`src/common/tcdm_pkg.sv`:
```
// memory port widths, core count and request metadata, shared by the adapter and its testbench
`default_nettype none

package tcdm_pkg;

  // --------------------
  // widths
  // --------------------

  // one memory word, the adapter only supports 32 bits
  localparam int unsigned DataWidth = 32;
  // one enable bit per byte lane
  localparam int unsigned BeWidth = DataWidth / 8;

  // cores that can reach this bank
  localparam int unsigned NumCores = 4;
  // enough bits to name every core
  localparam int unsigned CoreIdWidth = $clog2(NumCores);
  // per-core request tag, echoed back so the core can match responses
  localparam int unsigned TagWidth = 4;

  // --------------------
  // types
  // --------------------

  typedef logic [DataWidth-1:0] data_t;

  // request metadata, returned untouched with the response
  // core_id also keys the lr/sc reservation
  typedef struct packed {
    logic [CoreIdWidth-1:0] core_id;
    logic [TagWidth-1:0]    tag;
  } meta_t;

endpackage

`default_nettype wire

```
`src/common/amo_pkg.sv`:
```
// atomic opcode encoding and opcode classes used by the request control and the reservation logic
`default_nettype none

package amo_pkg;

  // --------------------
  // opcodes
  // --------------------

  // 4-bit opcode carried with every request
  // none marks a plain load or store
  typedef enum logic [3:0] {
    AmoNone = 4'h0,
    AmoSwap = 4'h1,
    AmoAdd  = 4'h2,
    AmoAnd  = 4'h3,
    AmoOr   = 4'h4,
    AmoXor  = 4'h5,
    AmoMax  = 4'h6,
    AmoMaxu = 4'h7,
    AmoMin  = 4'h8,
    AmoMinu = 4'h9,
    AmoLr   = 4'hA,
    AmoSc   = 4'hB
  } amo_op_t;

  // --------------------
  // classes
  // --------------------

  // read-modify-write atomics occupy a contiguous range, swap up to minu
  // these need a locked read followed by a write-back
  function automatic logic is_rmw(amo_op_t op);
    return op inside {[AmoSwap:AmoMinu]};
  endfunction

endpackage

`default_nettype wire

```
`src/hw/atomics/amo_alu.sv`:
```
// combinational atomic arithmetic, combines the old memory word with the request operand
`default_nettype none
`timescale 1ns/1ns

module amo_alu (
  input  amo_pkg::amo_op_t amo_op_i,
  // word read from memory
  input  tcdm_pkg::data_t  operand_a_i,
  // operand sent with the request
  input  tcdm_pkg::data_t  operand_b_i,
  output tcdm_pkg::data_t  result_o
);

  // one extra bit so signed and unsigned compares share the adder
  logic        cmp_signed;
  logic        negate_b;
  logic [32:0] adder_a;
  logic [32:0] adder_b;
  logic [32:0] adder_sum;
  // a below b, valid when negate_b is set
  logic        a_less;

  // --------------------
  // shared adder
  // --------------------

  always_comb begin
    cmp_signed = 1'b0;
    negate_b   = 1'b0;
    unique case (amo_op_i)
      amo_pkg::AmoMax,
      amo_pkg::AmoMin: begin
        cmp_signed = 1'b1;
        negate_b   = 1'b1;
      end
      amo_pkg::AmoMaxu,
      amo_pkg::AmoMinu: begin
        negate_b = 1'b1;
      end
      default: begin
        negate_b = 1'b0;
      end
    endcase
  end

  // sign-extend for signed compares, zero-extend otherwise
  assign adder_a = {cmp_signed & operand_a_i[31], operand_a_i};
  assign adder_b = negate_b ? ~{cmp_signed & operand_b_i[31], operand_b_i}
                            :  {cmp_signed & operand_b_i[31], operand_b_i};

  // two's complement negate by inverting and adding one as carry-in
  assign adder_sum = adder_a + adder_b + {32'b0, negate_b};
  // a - b always fits in 33 bits, so the top bit is its sign
  assign a_less    = adder_sum[32];

  // --------------------
  // result select
  // --------------------

  always_comb begin
    unique case (amo_op_i)
      amo_pkg::AmoAdd:  result_o = adder_sum[31:0];
      amo_pkg::AmoAnd:  result_o = operand_a_i & operand_b_i;
      amo_pkg::AmoOr:   result_o = operand_a_i | operand_b_i;
      amo_pkg::AmoXor:  result_o = operand_a_i ^ operand_b_i;
      amo_pkg::AmoMax,
      amo_pkg::AmoMaxu: result_o = a_less ? operand_b_i : operand_a_i;
      amo_pkg::AmoMin,
      amo_pkg::AmoMinu: result_o = a_less ? operand_a_i : operand_b_i;
      // swap, and the non-atomic codes that never reach a write-back
      default:          result_o = operand_b_i;
    endcase
  end

endmodule

`default_nettype wire

```
`src/hw/atomics/amo_sequencer.sv`:
```
// request control that the adapter top level instantiates to drive the sram port and run atomics
`default_nettype none
`timescale 1ns/1ns

module amo_sequencer #(
  parameter int unsigned AddrWidth = 10
) (
  input  logic                         clk_i,
  input  logic                         rst_ni,
  // core request
  input  logic                         in_valid_i,
  output logic                         in_ready_o,
  input  logic [AddrWidth-1:0]         in_address_i,
  input  amo_pkg::amo_op_t             in_amo_i,
  input  logic                         in_write_i,
  input  tcdm_pkg::data_t              in_wdata_i,
  input  logic [tcdm_pkg::BeWidth-1:0] in_be_i,
  input  tcdm_pkg::meta_t              in_meta_i,
  // room in the response buffer
  input  logic                         buf_ready_i,
  // same-cycle verdict of the reservation monitor
  input  logic                         sc_success_i,
  // sram port
  output logic                         out_req_o,
  output logic [AddrWidth-1:0]         out_add_o,
  output logic                         out_write_o,
  output tcdm_pkg::data_t              out_wdata_o,
  output logic [tcdm_pkg::BeWidth-1:0] out_be_o,
  input  tcdm_pkg::data_t              out_rdata_i,
  // towards monitor and buffers
  output logic                         accept_o,
  output logic                         push_o,
  output tcdm_pkg::data_t              resp_data_o,
  output tcdm_pkg::meta_t              resp_meta_o
);

  typedef enum logic {
    StIdle,
    StWriteBack
  } state_t;

  state_t state_q, state_d;

  // request classes
  logic is_rmw;
  logic is_sc;
  logic is_store;

  // response due next cycle
  logic            resp_due_q;
  logic            sc_q;
  logic            sc_ok_q;
  tcdm_pkg::meta_t meta_q;

  // locked atomic waiting for its write-back
  amo_pkg::amo_op_t     amo_op_q;
  logic [AddrWidth-1:0] amo_addr_q;
  tcdm_pkg::data_t      amo_operand_q;
  tcdm_pkg::data_t      amo_result;

  assign is_rmw   = amo_pkg::is_rmw(in_amo_i);
  assign is_sc    = (in_amo_i == amo_pkg::AmoSc);
  assign is_store = in_write_i & (in_amo_i == amo_pkg::AmoNone);

  // write-back owns the port, and a held response blocks new requests
  assign in_ready_o = (state_q == StIdle) & buf_ready_i;
  assign accept_o   = in_valid_i & in_ready_o;

  // --------------------
  // sram port
  // --------------------

  always_comb begin
    // default is the accepted request itself and atomics start as a plain read
    // a failing sc leaves the port idle
    out_req_o   = accept_o & ~(is_sc & ~sc_success_i);
    out_add_o   = in_address_i;
    out_write_o = accept_o & (is_sc ? sc_success_i : is_store);
    out_wdata_o = in_wdata_i;
    out_be_o    = in_be_i;
    state_d     = state_q;
    unique case (state_q)
      StIdle: begin
        if (accept_o && is_rmw) begin
          state_d = StWriteBack;
        end
      end
      StWriteBack: begin
        // old word is on out_rdata_i now so the alu result is committed
        out_req_o   = 1'b1;
        out_add_o   = amo_addr_q;
        out_write_o = 1'b1;
        out_wdata_o = amo_result;
        out_be_o    = '1;
        state_d     = StIdle;
      end
      default: begin
        state_d = StIdle;
      end
    endcase
  end

  amo_alu i_amo_alu (
    .amo_op_i   (amo_op_q),
    .operand_a_i(out_rdata_i),
    .operand_b_i(amo_operand_q),
    .result_o   (amo_result)
  );

  // --------------------
  // response
  // --------------------

  always_ff @(posedge clk_i or negedge rst_ni) begin
    if (!rst_ni) begin
      state_q    <= StIdle;
      resp_due_q <= 1'b0;
      sc_q       <= 1'b0;
    end else begin
      state_q    <= state_d;
      // plain stores are silent
      resp_due_q <= accept_o & ~is_store;
      sc_q       <= accept_o & is_sc;
    end
  end

  always_ff @(posedge clk_i) begin
    if (accept_o) begin
      meta_q  <= in_meta_i;
      sc_ok_q <= sc_success_i;
    end
    if (accept_o && is_rmw) begin
      amo_op_q      <= in_amo_i;
      amo_addr_q    <= in_address_i;
      amo_operand_q <= in_wdata_i;
    end
  end

  // sc answers 0 on success and everything else returns the sram word
  assign push_o      = resp_due_q;
  assign resp_meta_o = meta_q;
  assign resp_data_o = sc_q ? {{(tcdm_pkg::DataWidth-1){1'b0}}, ~sc_ok_q} : out_rdata_i;

endmodule

`default_nettype wire

```
`src/hw/lrsc_monitor.sv`:
```
// lr/sc reservation for the bank, one entry keyed by core, decides store-conditional success
`default_nettype none
`timescale 1ns/1ns

module lrsc_monitor #(
  parameter int unsigned AddrWidth = 10
) (
  input  logic                             clk_i,
  input  logic                             rst_ni,
  // request accepted this cycle
  input  logic                             accept_i,
  input  amo_pkg::amo_op_t                 amo_i,
  input  logic [AddrWidth-1:0]             address_i,
  input  logic                             write_i,
  input  logic [tcdm_pkg::CoreIdWidth-1:0] core_id_i,
  // combinational, valid in the acceptance cycle
  output logic                             sc_success_o
);

  // the reservation
  logic                             valid_q, valid_d;
  logic [AddrWidth-1:0]             addr_q, addr_d;
  logic [tcdm_pkg::CoreIdWidth-1:0] core_q, core_d;

  logic is_lr;
  logic is_sc;
  logic own_core;
  logic addr_hit;
  // store or atomic that modifies memory outside lr/sc
  logic modifies;

  assign is_lr    = (amo_i == amo_pkg::AmoLr);
  assign is_sc    = (amo_i == amo_pkg::AmoSc);
  assign own_core = valid_q & (core_q == core_id_i);
  assign addr_hit = (addr_q == address_i);
  assign modifies = amo_pkg::is_rmw(amo_i) | (write_i & (amo_i == amo_pkg::AmoNone));

  // sc from the owner to the reserved word
  assign sc_success_o = accept_i & is_sc & own_core & addr_hit;

  // --------------------
  // next reservation
  // --------------------

  always_comb begin
    valid_d = valid_q;
    addr_d  = addr_q;
    core_d  = core_q;
    if (accept_i) begin
      // no stealing from another core, which avoids live-lock
      if (is_lr && (!valid_q || own_core)) begin
        valid_d = 1'b1;
        addr_d  = address_i;
        core_d  = core_id_i;
      end
      // any other writer to the word breaks it
      if (modifies && addr_hit) begin
        valid_d = 1'b0;
      end
      // owner's sc consumes the reservation whether it succeeds or not
      if (is_sc && own_core) begin
        valid_d = 1'b0;
      end
    end
  end

  always_ff @(posedge clk_i or negedge rst_ni) begin
    if (!rst_ni) begin
      valid_q <= 1'b0;
    end else begin
      valid_q <= valid_d;
    end
  end

  always_ff @(posedge clk_i) begin
    addr_q <= addr_d;
    core_q <= core_d;
  end

endmodule

`default_nettype wire

```
`src/hw/resp_buffer.sv`:
```
// one-entry fall-through buffer that holds a response under back-pressure, payload type set per instance
`default_nettype none
`timescale 1ns/1ns

module resp_buffer #(
  parameter type T = logic
) (
  input  logic clk_i,
  input  logic rst_ni,
  // push side
  input  logic valid_i,
  output logic ready_o,
  input  T     data_i,
  // pop side
  output logic valid_o,
  input  logic ready_i,
  output T     data_o
);

  logic full_q;
  T     data_q;
  // capture the pushed entry when it cannot leave this cycle
  logic load;

  // --------------------
  // output side
  // --------------------

  // empty buffer passes the push straight through
  assign valid_o = full_q | valid_i;
  assign data_o  = full_q ? data_q : data_i;

  // room means nothing is presented, or what is presented is taken now
  assign ready_o = ~valid_o | ready_i;

  // empty and not popped, or full and the old entry is being popped
  assign load = valid_i & (full_q ? ready_i : ~ready_i);

  // --------------------
  // state
  // --------------------

  always_ff @(posedge clk_i or negedge rst_ni) begin
    if (!rst_ni) begin
      full_q <= 1'b0;
    end else if (full_q) begin
      // stays full unless popped with nothing new behind it
      full_q <= ~ready_i | valid_i;
    end else begin
      full_q <= valid_i & ~ready_i;
    end
  end

  always_ff @(posedge clk_i) begin
    if (load) begin
      data_q <= data_i;
    end
  end

endmodule

`default_nettype wire

```
`src/hw/tcdm_adapter.sv`:
```
// memory bank adapter, place it in front of one SRAM to get atomics, lr/sc and buffered responses
`default_nettype none
`timescale 1ns/1ns

module tcdm_adapter #(
  parameter int unsigned AddrWidth = 10
) (
  input  logic                                 clk_i,
  input  logic                                 rst_ni,
  // core side, request
  input  logic                                 in_valid_i,
  output logic                                 in_ready_o,
  input  logic [AddrWidth-1:0]                 in_address_i,
  input  amo_pkg::amo_op_t                     in_amo_i,
  // high for a store
  input  logic                                 in_write_i,
  input  tcdm_pkg::data_t                      in_wdata_i,
  input  logic [tcdm_pkg::BeWidth-1:0]         in_be_i,
  input  tcdm_pkg::meta_t                      in_meta_i,
  // core side, response
  output logic                                 in_valid_o,
  input  logic                                 in_ready_i,
  output tcdm_pkg::data_t                      in_rdata_o,
  output tcdm_pkg::meta_t                      in_meta_o,
  // sram side, no grant, read data one cycle later
  output logic                                 out_req_o,
  output logic [AddrWidth-1:0]                 out_add_o,
  output logic                                 out_write_o,
  output tcdm_pkg::data_t                      out_wdata_o,
  output logic [tcdm_pkg::BeWidth-1:0]         out_be_o,
  input  tcdm_pkg::data_t                      out_rdata_i
);

  // handshake between sequencer and reservation monitor
  logic accept;
  logic sc_success;

  // response path into the two buffers
  logic            push;
  logic            buf_ready;
  tcdm_pkg::data_t resp_data;
  tcdm_pkg::meta_t resp_meta;

  // --------------------
  // request control
  // --------------------

  amo_sequencer #(
    .AddrWidth(AddrWidth)
  ) i_amo_sequencer (
    .clk_i       (clk_i),
    .rst_ni      (rst_ni),
    .in_valid_i  (in_valid_i),
    .in_ready_o  (in_ready_o),
    .in_address_i(in_address_i),
    .in_amo_i    (in_amo_i),
    .in_write_i  (in_write_i),
    .in_wdata_i  (in_wdata_i),
    .in_be_i     (in_be_i),
    .in_meta_i   (in_meta_i),
    .buf_ready_i (buf_ready),
    .sc_success_i(sc_success),
    .out_req_o   (out_req_o),
    .out_add_o   (out_add_o),
    .out_write_o (out_write_o),
    .out_wdata_o (out_wdata_o),
    .out_be_o    (out_be_o),
    .out_rdata_i (out_rdata_i),
    .accept_o    (accept),
    .push_o      (push),
    .resp_data_o (resp_data),
    .resp_meta_o (resp_meta)
  );

  // reservation is keyed by the issuing core only, the tag is ignored
  lrsc_monitor #(
    .AddrWidth(AddrWidth)
  ) i_lrsc_monitor (
    .clk_i       (clk_i),
    .rst_ni      (rst_ni),
    .accept_i    (accept),
    .amo_i       (in_amo_i),
    .address_i   (in_address_i),
    .write_i     (in_write_i),
    .core_id_i   (in_meta_i.core_id),
    .sc_success_o(sc_success)
  );

  // --------------------
  // response buffers
  // --------------------

  // the data buffer's handshake stands for both buffers
  resp_buffer #(
    .T(tcdm_pkg::data_t)
  ) i_rdata_buffer (
    .clk_i  (clk_i),
    .rst_ni (rst_ni),
    .valid_i(push),
    .ready_o(buf_ready),
    .data_i (resp_data),
    .valid_o(in_valid_o),
    .ready_i(in_ready_i),
    .data_o (in_rdata_o)
  );

  // pushed and popped together with the data buffer, so its handshake is redundant
  resp_buffer #(
    .T(tcdm_pkg::meta_t)
  ) i_meta_buffer (
    .clk_i  (clk_i),
    .rst_ni (rst_ni),
    .valid_i(push),
    .ready_o(),
    .data_i (resp_meta),
    .valid_o(),
    .ready_i(in_ready_i),
    .data_o (in_meta_o)
  );

endmodule

`default_nettype wire

```
`config.mk`:
```
export PLATFORM = sky130hd
export DESIGN_NAME = tcdm_adapter
export DESIGN_NICKNAME = d
export VERILOG_FILES = /design/src/common/tcdm_pkg.sv /design/src/common/amo_pkg.sv /design/src/hw/atomics/amo_alu.sv /design/src/hw/atomics/amo_sequencer.sv /design/src/hw/lrsc_monitor.sv /design/src/hw/resp_buffer.sv /design/src/hw/tcdm_adapter.sv
export SDC_FILE = /design/constraint.sdc
export NUM_CORES = 1
export LEC_CHECK = 0
export BUFFER_PORTS_ARGS = -buffer_cell sky130_fd_sc_hd__buf_2
export CAP_MARGIN = 20
export CORE_MARGIN = 5
export CORE_UTILIZATION = 40
export DETAILED_ROUTE_END_ITERATION = 10
export PLACE_DENSITY_LB_ADDON = 0.25
export SYNTH_ARGS = -nofsm -noshare
export SYNTH_HDL_FRONTEND = slang
export SYNTH_SLANG_ARGS = --single-unit
```
`constraint.sdc`:
```
create_clock -name clk_i -period 5.1 [get_ports clk_i]
set_input_delay 0.255 -clock clk_i [delete_from_list [all_inputs] [get_ports clk_i]]
set_output_delay 0.255 -clock clk_i [all_outputs]
set_load 0.05 [all_outputs]
```
==> results.py, run 1 <==
metrics = {
    "status": {
        "status": "finished clean",
    },
    "layout": {
        "fill_cells": 2193,
        "mostFrequentLayoutCells": "buf_2, edfxtp_1, nor2_1",
        "design_area_um2": 11100,
        "seqCellArea_um2": 3250,
        "nets": 1376,
        "area_growth_pct": 19.9,
        "multi_input_area_um2": 5610,
        "layout_commonest_cell": "buf_2",
        "drive_gt1_frac": 0.252,
    },
    "job": {
        "drv_cap": 0,
    },
    "sta": {
        "finalCritPeriodShare": 0.963,
        "fin_setup_tns_ns": 0,
        "report.final.slew_viol_count": 0,
        "max_slew_margin": 0.303,
        "tightest_slew_ns": 1.04,
        "period_needed_ns": 4.91,
        "max_freq_mhz": 204,
        "hold_viol": 0,
        "setup_viol": 0,
        "fin_skew_ns": 0.0113,
    },
    "logic_synthesis": {
        "yosysWarnings": 0,
        "yosys.area.top_type": "edfxtp_1",
        "avgSynthCellArea_um2": 9.16,
        "synth_area_leaders": "edfxtp_1, ha_1, xnor2_1, nor2_1, a21oi_1",
        "ys_types": 72,
        "synth.top_cell.area_share": 0.334,
        "synth-edff-count": 103,
        "ys_seq_area_frac": 0.350,
        "synthesis.nets": 1201,
        "synth-seq-cells": 109,
        "async_flop_share": 0.0550,
        "synth_flop_cell": "edfxtp_1",
        "synth_area_um2": 9260,
        "synthCells": 1011,
    },
    "setup_path": {
        "worst_path_max_delay_cell": "edfxtp_1",
        "cp_slowest_stage_delay_ns": 0.48,
        "critPathRequiredTime_ns": 4.85,
        "critical_path_buf_inv_count": 5,
        "cp_max_fo": 19,
        "critPathKind": "reg -> out",
        "cp.arrival_ns": 4.65,
        "crit_chain": "buf_4 > nor3b_4 > nor2_4 > buf_12 > xnor2_2 > ha_1 > a21o_1 > a311oi_2 > o31ai_1 > a211o_1 > a21oi_2 > o21ba_4 > xnor2_4 > mux2i_4 > buf_4 > buf_12 > o211ai_1 > a221oi_2 > buf_6",
        "crit_family": "compound AO/OA/AOI/OAI gates",
        "cp-end-kind": "output port",
        "startpoint_type": "flop",
    },
    "clock_tree": {
        "cts_sinks": 109,
        "cts_buffer_depth": 2,
        "cts_buffers": 9,
        "clock_tree.root_cell": "clkbuf_16",
        "cts_tree": "yes",
        "cts.htree.levels": 3,
        "clk_pin_slew_ns": 0.09,
        "clk_latency_ns": 0.37,
    },
    "power_and_ir_drop": {
        "p_per_area_nw_per_um2": 299,
        "ir_worst_vdd_mv": 0.199,
        "p_leak_nw": 4.75,
    },
    "floorplan": {
        "num_io_pins": 181,
        "rows": 55,
        "dieArea_um2": 26300,
        "start_util": 0.408,
        "die_h_um": 162,
        "die_x_um": 162,
        "core_um2": 22700,
    },
    "global_routing": {
        "track_usage": 0.208,
        "grt_overflow": 0,
        "grt_start_max_net_pins": 66,
        "grt_pass1_wl_mm": 43.7,
        "grt_pass1_vias": 7977,
        "antenna_found_initial": 4,
    },
    "place": {
        "hpwl_mm": 21.2,
        "gp_congestion": 0.900,
        "numPortBuffers": 180,
        "placedInstanceArea_um2": 10600,
    },
    "routing": {
        "viasPerCell": 5.70,
        "vias": 8436,
        "drc": 0,
        "ant_nets": 0,
        "drt-total-wl_mm": 28.3,
        "first_pass_iters": 5,
        "initialDrtViolationCount": 651,
        "wire_per_inst_um": 19.1,
    },
    "min_path": {
        "hold_path.class": "in -> reg",
    },
}
-- synthesized netlist by cell type, types with 3 or more instances --
| library cell | n |
|---|---|
| nor2_1 | 105 |
| edfxtp_1 | 103 |
| ha_1 | 96 |
| nand2_1 | 93 |
| inv_1 | 74 |
| a21oi_1 | 72 |
| xnor2_1 | 54 |
| clkbuf_1 | 42 |
| o31ai_1 | 34 |
| o211ai_1 | 30 |
| o21ai_0 | 25 |
| xor2_1 | 21 |
| a221o_1 | 17 |
| mux2_2 | 17 |
| o22ai_1 | 16 |
| a21o_1 | 15 |
| a22oi_1 | 13 |
| a221oi_1 | 11 |
| nor3_1 | 10 |
| a31oi_1 | 9 |
| nand3_1 | 9 |
| nand4_1 | 9 |
| a31o_2 | 8 |
| buf_1 | 8 |
| buf_2 | 7 |
| or2_2 | 7 |
| a211o_1 | 6 |
| and2_1 | 6 |
| dfrtp_1 | 6 |
| nand2b_1 | 6 |
| o2111ai_1 | 6 |
| mux2i_1 | 5 |
| o21a_1 | 5 |
| and3_1 | 4 |
| nor2b_1 | 4 |
| nor4_1 | 4 |
| o21ai_1 | 4 |
| a211oi_1 | 3 |
| a221oi_2 | 3 |
| nand3b_1 | 3 |
| nor3b_1 | 3 |
| o2bb2ai_1 | 3 |
-- cells by family after synthesis --
| family | Yosys count | share of synthesized area |
|---|---|---|
| and+or+nand+nor | 271 | 0.130 |
| AOI/OAI and AO/OA | 303 | 0.232 |
| xor gates and xnor gates | 76 | 0.0727 |
| adders and majority gates | 97 | 0.132 |
| DFF | 109 | 0.350 |
| buffers and inverters | 133 | 0.0561 |
| muxes | 22 | 0.0261 |
-- metrics by stage --
step,setup WS [ns],instances,total power [mW],utilization,hold slack [ns]
after detailed placement,0.216,1444,2.53,0.465,0.0853
after global placement,0.287,1444,2.52,0.465,0.0842
after CTS,0.0242,1464,3.30,0.481,0.0340
final,0.191,1479,3.32,0.489,0.0472
after floorplan,0.127,1011,2.15,-,-0.0406
after global routing,-0.0120,1478,3.49,0.489,0.0314
-- cell type report --
| class | instances | share of cell area |
|---|---|---|
| tap | 285 | 0.0321 |
| antenna | 3 | 0.000676 |
| inverter | 74 | 0.0250 |
| multi-input combinational | 769 | 0.505 |
| sequential | 109 | 0.293 |
| timing repair buffer | 223 | 0.116 |
| clock buffer | 9 | 0.0203 |
| clock inverter | 7 | 0.00823 |
-- report_power, final --
group | switching, mW | internal, mW
sequential | 0.0440 | 1.05
combinational | 0.978 | 0.480
clock | 0.402 | 0.358
total | 1.42 | 1.89
-- metal layers --
metal / GRT usage / vias to the layer above / wire length, µm
li1: - / 4083 / -
met1: 0.295 / 4007 / 12700
met2: 0.327 / 315 / 12700
met3: 0.0457 / 27 / 2420
met4: 0.0465 / 4 / 423
met5: 0 / - / 21
-- state kept, by name, summed over array words and instances (netlist names), 2 cells and up --
signal	count
i_amo_sequencer.amo_addr_q	10
i_amo_sequencer.amo_op_q	4
i_amo_sequencer.amo_operand_q	32
i_amo_sequencer.resp_meta_o	6
i_lrsc_monitor.addr_q	10
i_lrsc_monitor.core_q	2
i_meta_buffer.data_q	6
i_rdata_buffer.data_q	32
-- what timing repair did --
action / CTS / global route
endpoints found under the setup margin: 29 / 31
endpoints found under the hold margin: 6 / 0
setup buffers: 3 / 12
pin swaps: 0 / 7
gates resized for setup: 4 / 16
hold buffers: 1 / 0
-- final timing paths --
path                                                          startpoint                                       end  slack, ns  cells after the start
worst max-delay path               i_amo_sequencer.amo_op_q[1]$_DFFE_PP_                           out_wdata_o[10]       0.19                     19
max in group asynchronous                                         rst_ni            i_amo_sequencer.sc_q$_DFF_PN0_       4.70                      2
worst min register to register  i_amo_sequencer.resp_meta_o[4]$_DFFE_PP_         i_meta_buffer.data_q[4]$_DFFE_PP_       0.45                      0
worst min-delay path                                        in_meta_i[2]  i_amo_sequencer.resp_meta_o[2]$_DFFE_PP_       0.05                      1
worst max register to register          i_amo_sequencer.push_o$_DFF_PN0_     i_amo_sequencer.amo_op_q[2]$_DFFE_PP_       2.10                      7
min in group asynchronous                                         rst_ni          i_amo_sequencer.push_o$_DFF_PN0_       0.24                      2
No activity file was read; power rests on OpenSTA's default activity.
==> run 2: changes to the inputs <==
Settings changed: HOLD_SLACK_MARGIN set to 0.12.
==> run 2 against run 1 <==
Net effect:
- total power up 0.88%
- largest cell class unchanged
- critical path depth did not move
- clock skew decreased by 0.0011 ns
- critical path type unchanged
- maximum frequency grew 0.12%
- design area rose by 4.8%
- global-route usage increased by 0.40 points
- critical endpoint unchanged
==> results.py, run 2 (synthesis results as in run 1) <==
metrics = {
    "global_routing": {
        "grt_start_max_net_pins": 66,
        "grt_pass1_wl_mm": 44.8,
        "grt_overflow": 0,
        "antenna_found_initial": 3,
        "track_usage": 0.212,
        "grt_pass1_vias": 8272,
    },
    "layout": {
        "final_util": 0.512,
        "drive_gt1_frac": 0.242,
        "finalNonFillerCells": 1531,
        "multi_input_area_um2": 5620,
        "largestRegisters": "i_amo_sequencer.amo_operand_q: 32 flops, i_rdata_buffer.data_q: 32 flops",
        "nets": 1429,
        "mostFrequentLayoutCells": "buf_2, edfxtp_1, nor2_1",
        "fill_cells": 2125,
        "seqCellArea_um2": 3250,
        "area_growth_pct": 25.7,
        "layout_commonest_cell": "buf_2",
    },
    "setup_path": {
        "cp_max_fo": 19,
        "crit_chain": "buf_4 > nor3b_4 > nor2_4 > buf_12 > xnor2_2 > ha_1 > a21o_1 > a311oi_2 > o31ai_1 > a211o_1 > a21oi_2 > o21ba_4 > xnor2_4 > mux2i_4 > buf_4 > buf_12 > o211ai_1 > a221oi_2 > buf_6",
        "cp.arrival_ns": 4.65,
        "crit_family": "compound AO/OA/AOI/OAI gates",
        "cp-end-kind": "output port",
        "critPathKind": "reg -> out",
        "startpoint_type": "flop",
        "critical_path_buf_inv_count": 5,
        "critPathRequiredTime_ns": 4.85,
        "cp_slowest_stage_delay_ns": 0.48,
        "worst_path_max_delay_cell": "edfxtp_1",
    },
    "floorplan": {
        "dieArea_um2": 26300,
        "die_x_um": 162,
        "start_util": 0.408,
        "die_h_um": 162,
        "rows": 55,
        "core_um2": 22700,
        "num_io_pins": 181,
    },
    "routing": {
        "first_pass_iters": 5,
        "viasPerCell": 5.60,
        "wire_per_inst_um": 18.8,
        "vias": 8580,
        "ant_nets": 0,
        "drc": 0,
        "initialDrtViolationCount": 594,
        "drt-total-wl_mm": 28.7,
    },
    "status": {
        "status": "finished clean",
    },
    "power_and_ir_drop": {
        "p_int_mw": 1.92,
        "total_power_mw": 3.35,
        "p_leak_nw": 4.97,
        "p_sw_mw": 1.43,
        "p_per_area_nw_per_um2": 288,
        "pwr-share-seq": 0.328,
        "power_switching_share": 0.427,
        "clkPwrFrac": 0.225,
        "power_frac_comb": 0.446,
        "ir_worst_vdd_mv": 0.207,
    },
    "place": {
        "gp_congestion": 0.900,
        "place_ws_ns": 0.216,
        "dp.cells": 1444,
        "numPortBuffers": 180,
        "hpwl_mm": 21.2,
    },
    "sta": {
        "max_slew_margin": 0.323,
        "hold_ws_ns": 0.244,
        "finalCritPeriodShare": 0.961,
        "setup_viol": 0,
        "tightest_slew_ns": 1.01,
        "period_needed_ns": 4.90,
        "fin_skew_ns": 0.0102,
        "max_freq_mhz": 204,
        "hold_viol": 0,
        "setup_slack_ns": 0.197,
        "report.final.slew_viol_count": 0,
    },
    "clock_tree": {
        "clk_latency_ns": 0.37,
        "cts_buffers": 9,
        "cts_tree": "yes",
        "cts.htree.levels": 3,
        "clk_pin_slew_ns": 0.09,
        "clock_tree.root_cell": "clkbuf_16",
        "cts_sinks": 109,
        "cts_buffer_depth": 2,
    },
    "job": {
        "drv_cap": 0,
    },
    "min_path": {
        "hold_path.class": "in -> reg",
    },
}
run 2: timing repair:
action,in CTS,in global routing
buffers inserted,3,12
hold endpoints to repair,71,0
resized for setup,4,17
cloned,0,0
pin swaps,0,7
setup endpoints to repair,29,31
hold buffers,54,0
run 2: power groups by stage:
stage          combinational (mW)  clock (mW)  sequential [mW]
2_1_floorplan                1.05           0             1.10
3_3_place_gp                 1.40           0             1.12
3_5_place_dp                 1.41           0             1.12
4_1_cts                      1.46       0.779             1.10
5_1_grt                      1.61       0.811             1.11
6_report                     1.49       0.754             1.10
run 2: area by class of cell:
cell class,count,area share
multi-input cells,769,0.483
flip-flops and latches,109,0.279
repair buffers,276,0.156
well taps,285,0.0307
inverters,74,0.0239
clock buffers,9,0.0194
clock inverters,7,0.00785
diodes,2,0.000430
run 2: layer usage:
layer  global-route usage  wire, µm  vias up
li1                     -         -     4177
met1                0.300     13100     4082
met2                0.339     13100      295
met3               0.0406      2170       24
met4               0.0473       400        2
met5                    0        13        -
run 2: through the flow:
stage                     area, µm²  setup TNS, ns
final                         11600              0
after global routing          11600        -0.0132
after CTS                     11500              0
after detailed placement      10600              0
after global placement        10600              0
after floorplan                9260              0
run 2: worst paths after layout:
| path | startpoint | end | slack, ns | cells past startpoint |
|---|---|---|---|---|
| min in group asynchronous | rst_ni | i_amo_sequencer.push_o$_DFF_PN0_ | 0.25 | 2 |
| worst min register to register | i_amo_sequencer.resp_meta_o[4]$_DFFE_PP_ | i_meta_buffer.data_q[4]$_DFFE_PP_ | 0.45 | 0 |
| max in group asynchronous | rst_ni | i_amo_sequencer.sc_q$_DFF_PN0_ | 4.69 | 2 |
| worst min-delay path | in_ready_i | i_rdata_buffer.full_q$_DFF_PN0_ | 0.24 | 4 |
| worst max-delay path | i_amo_sequencer.amo_op_q[1]$_DFFE_PP_ | out_wdata_o[10] | 0.20 | 19 |
| worst max register to register | i_amo_sequencer.push_o$_DFF_PN0_ | i_amo_sequencer.amo_operand_q[19]$_DFFE_PP_ | 2.07 | 7 |
run 2: worst min-delay path, delay by kind of cell:
family	cells	cell delay [ns]
buf+inv	1	0.13
simple gates	3	0.19
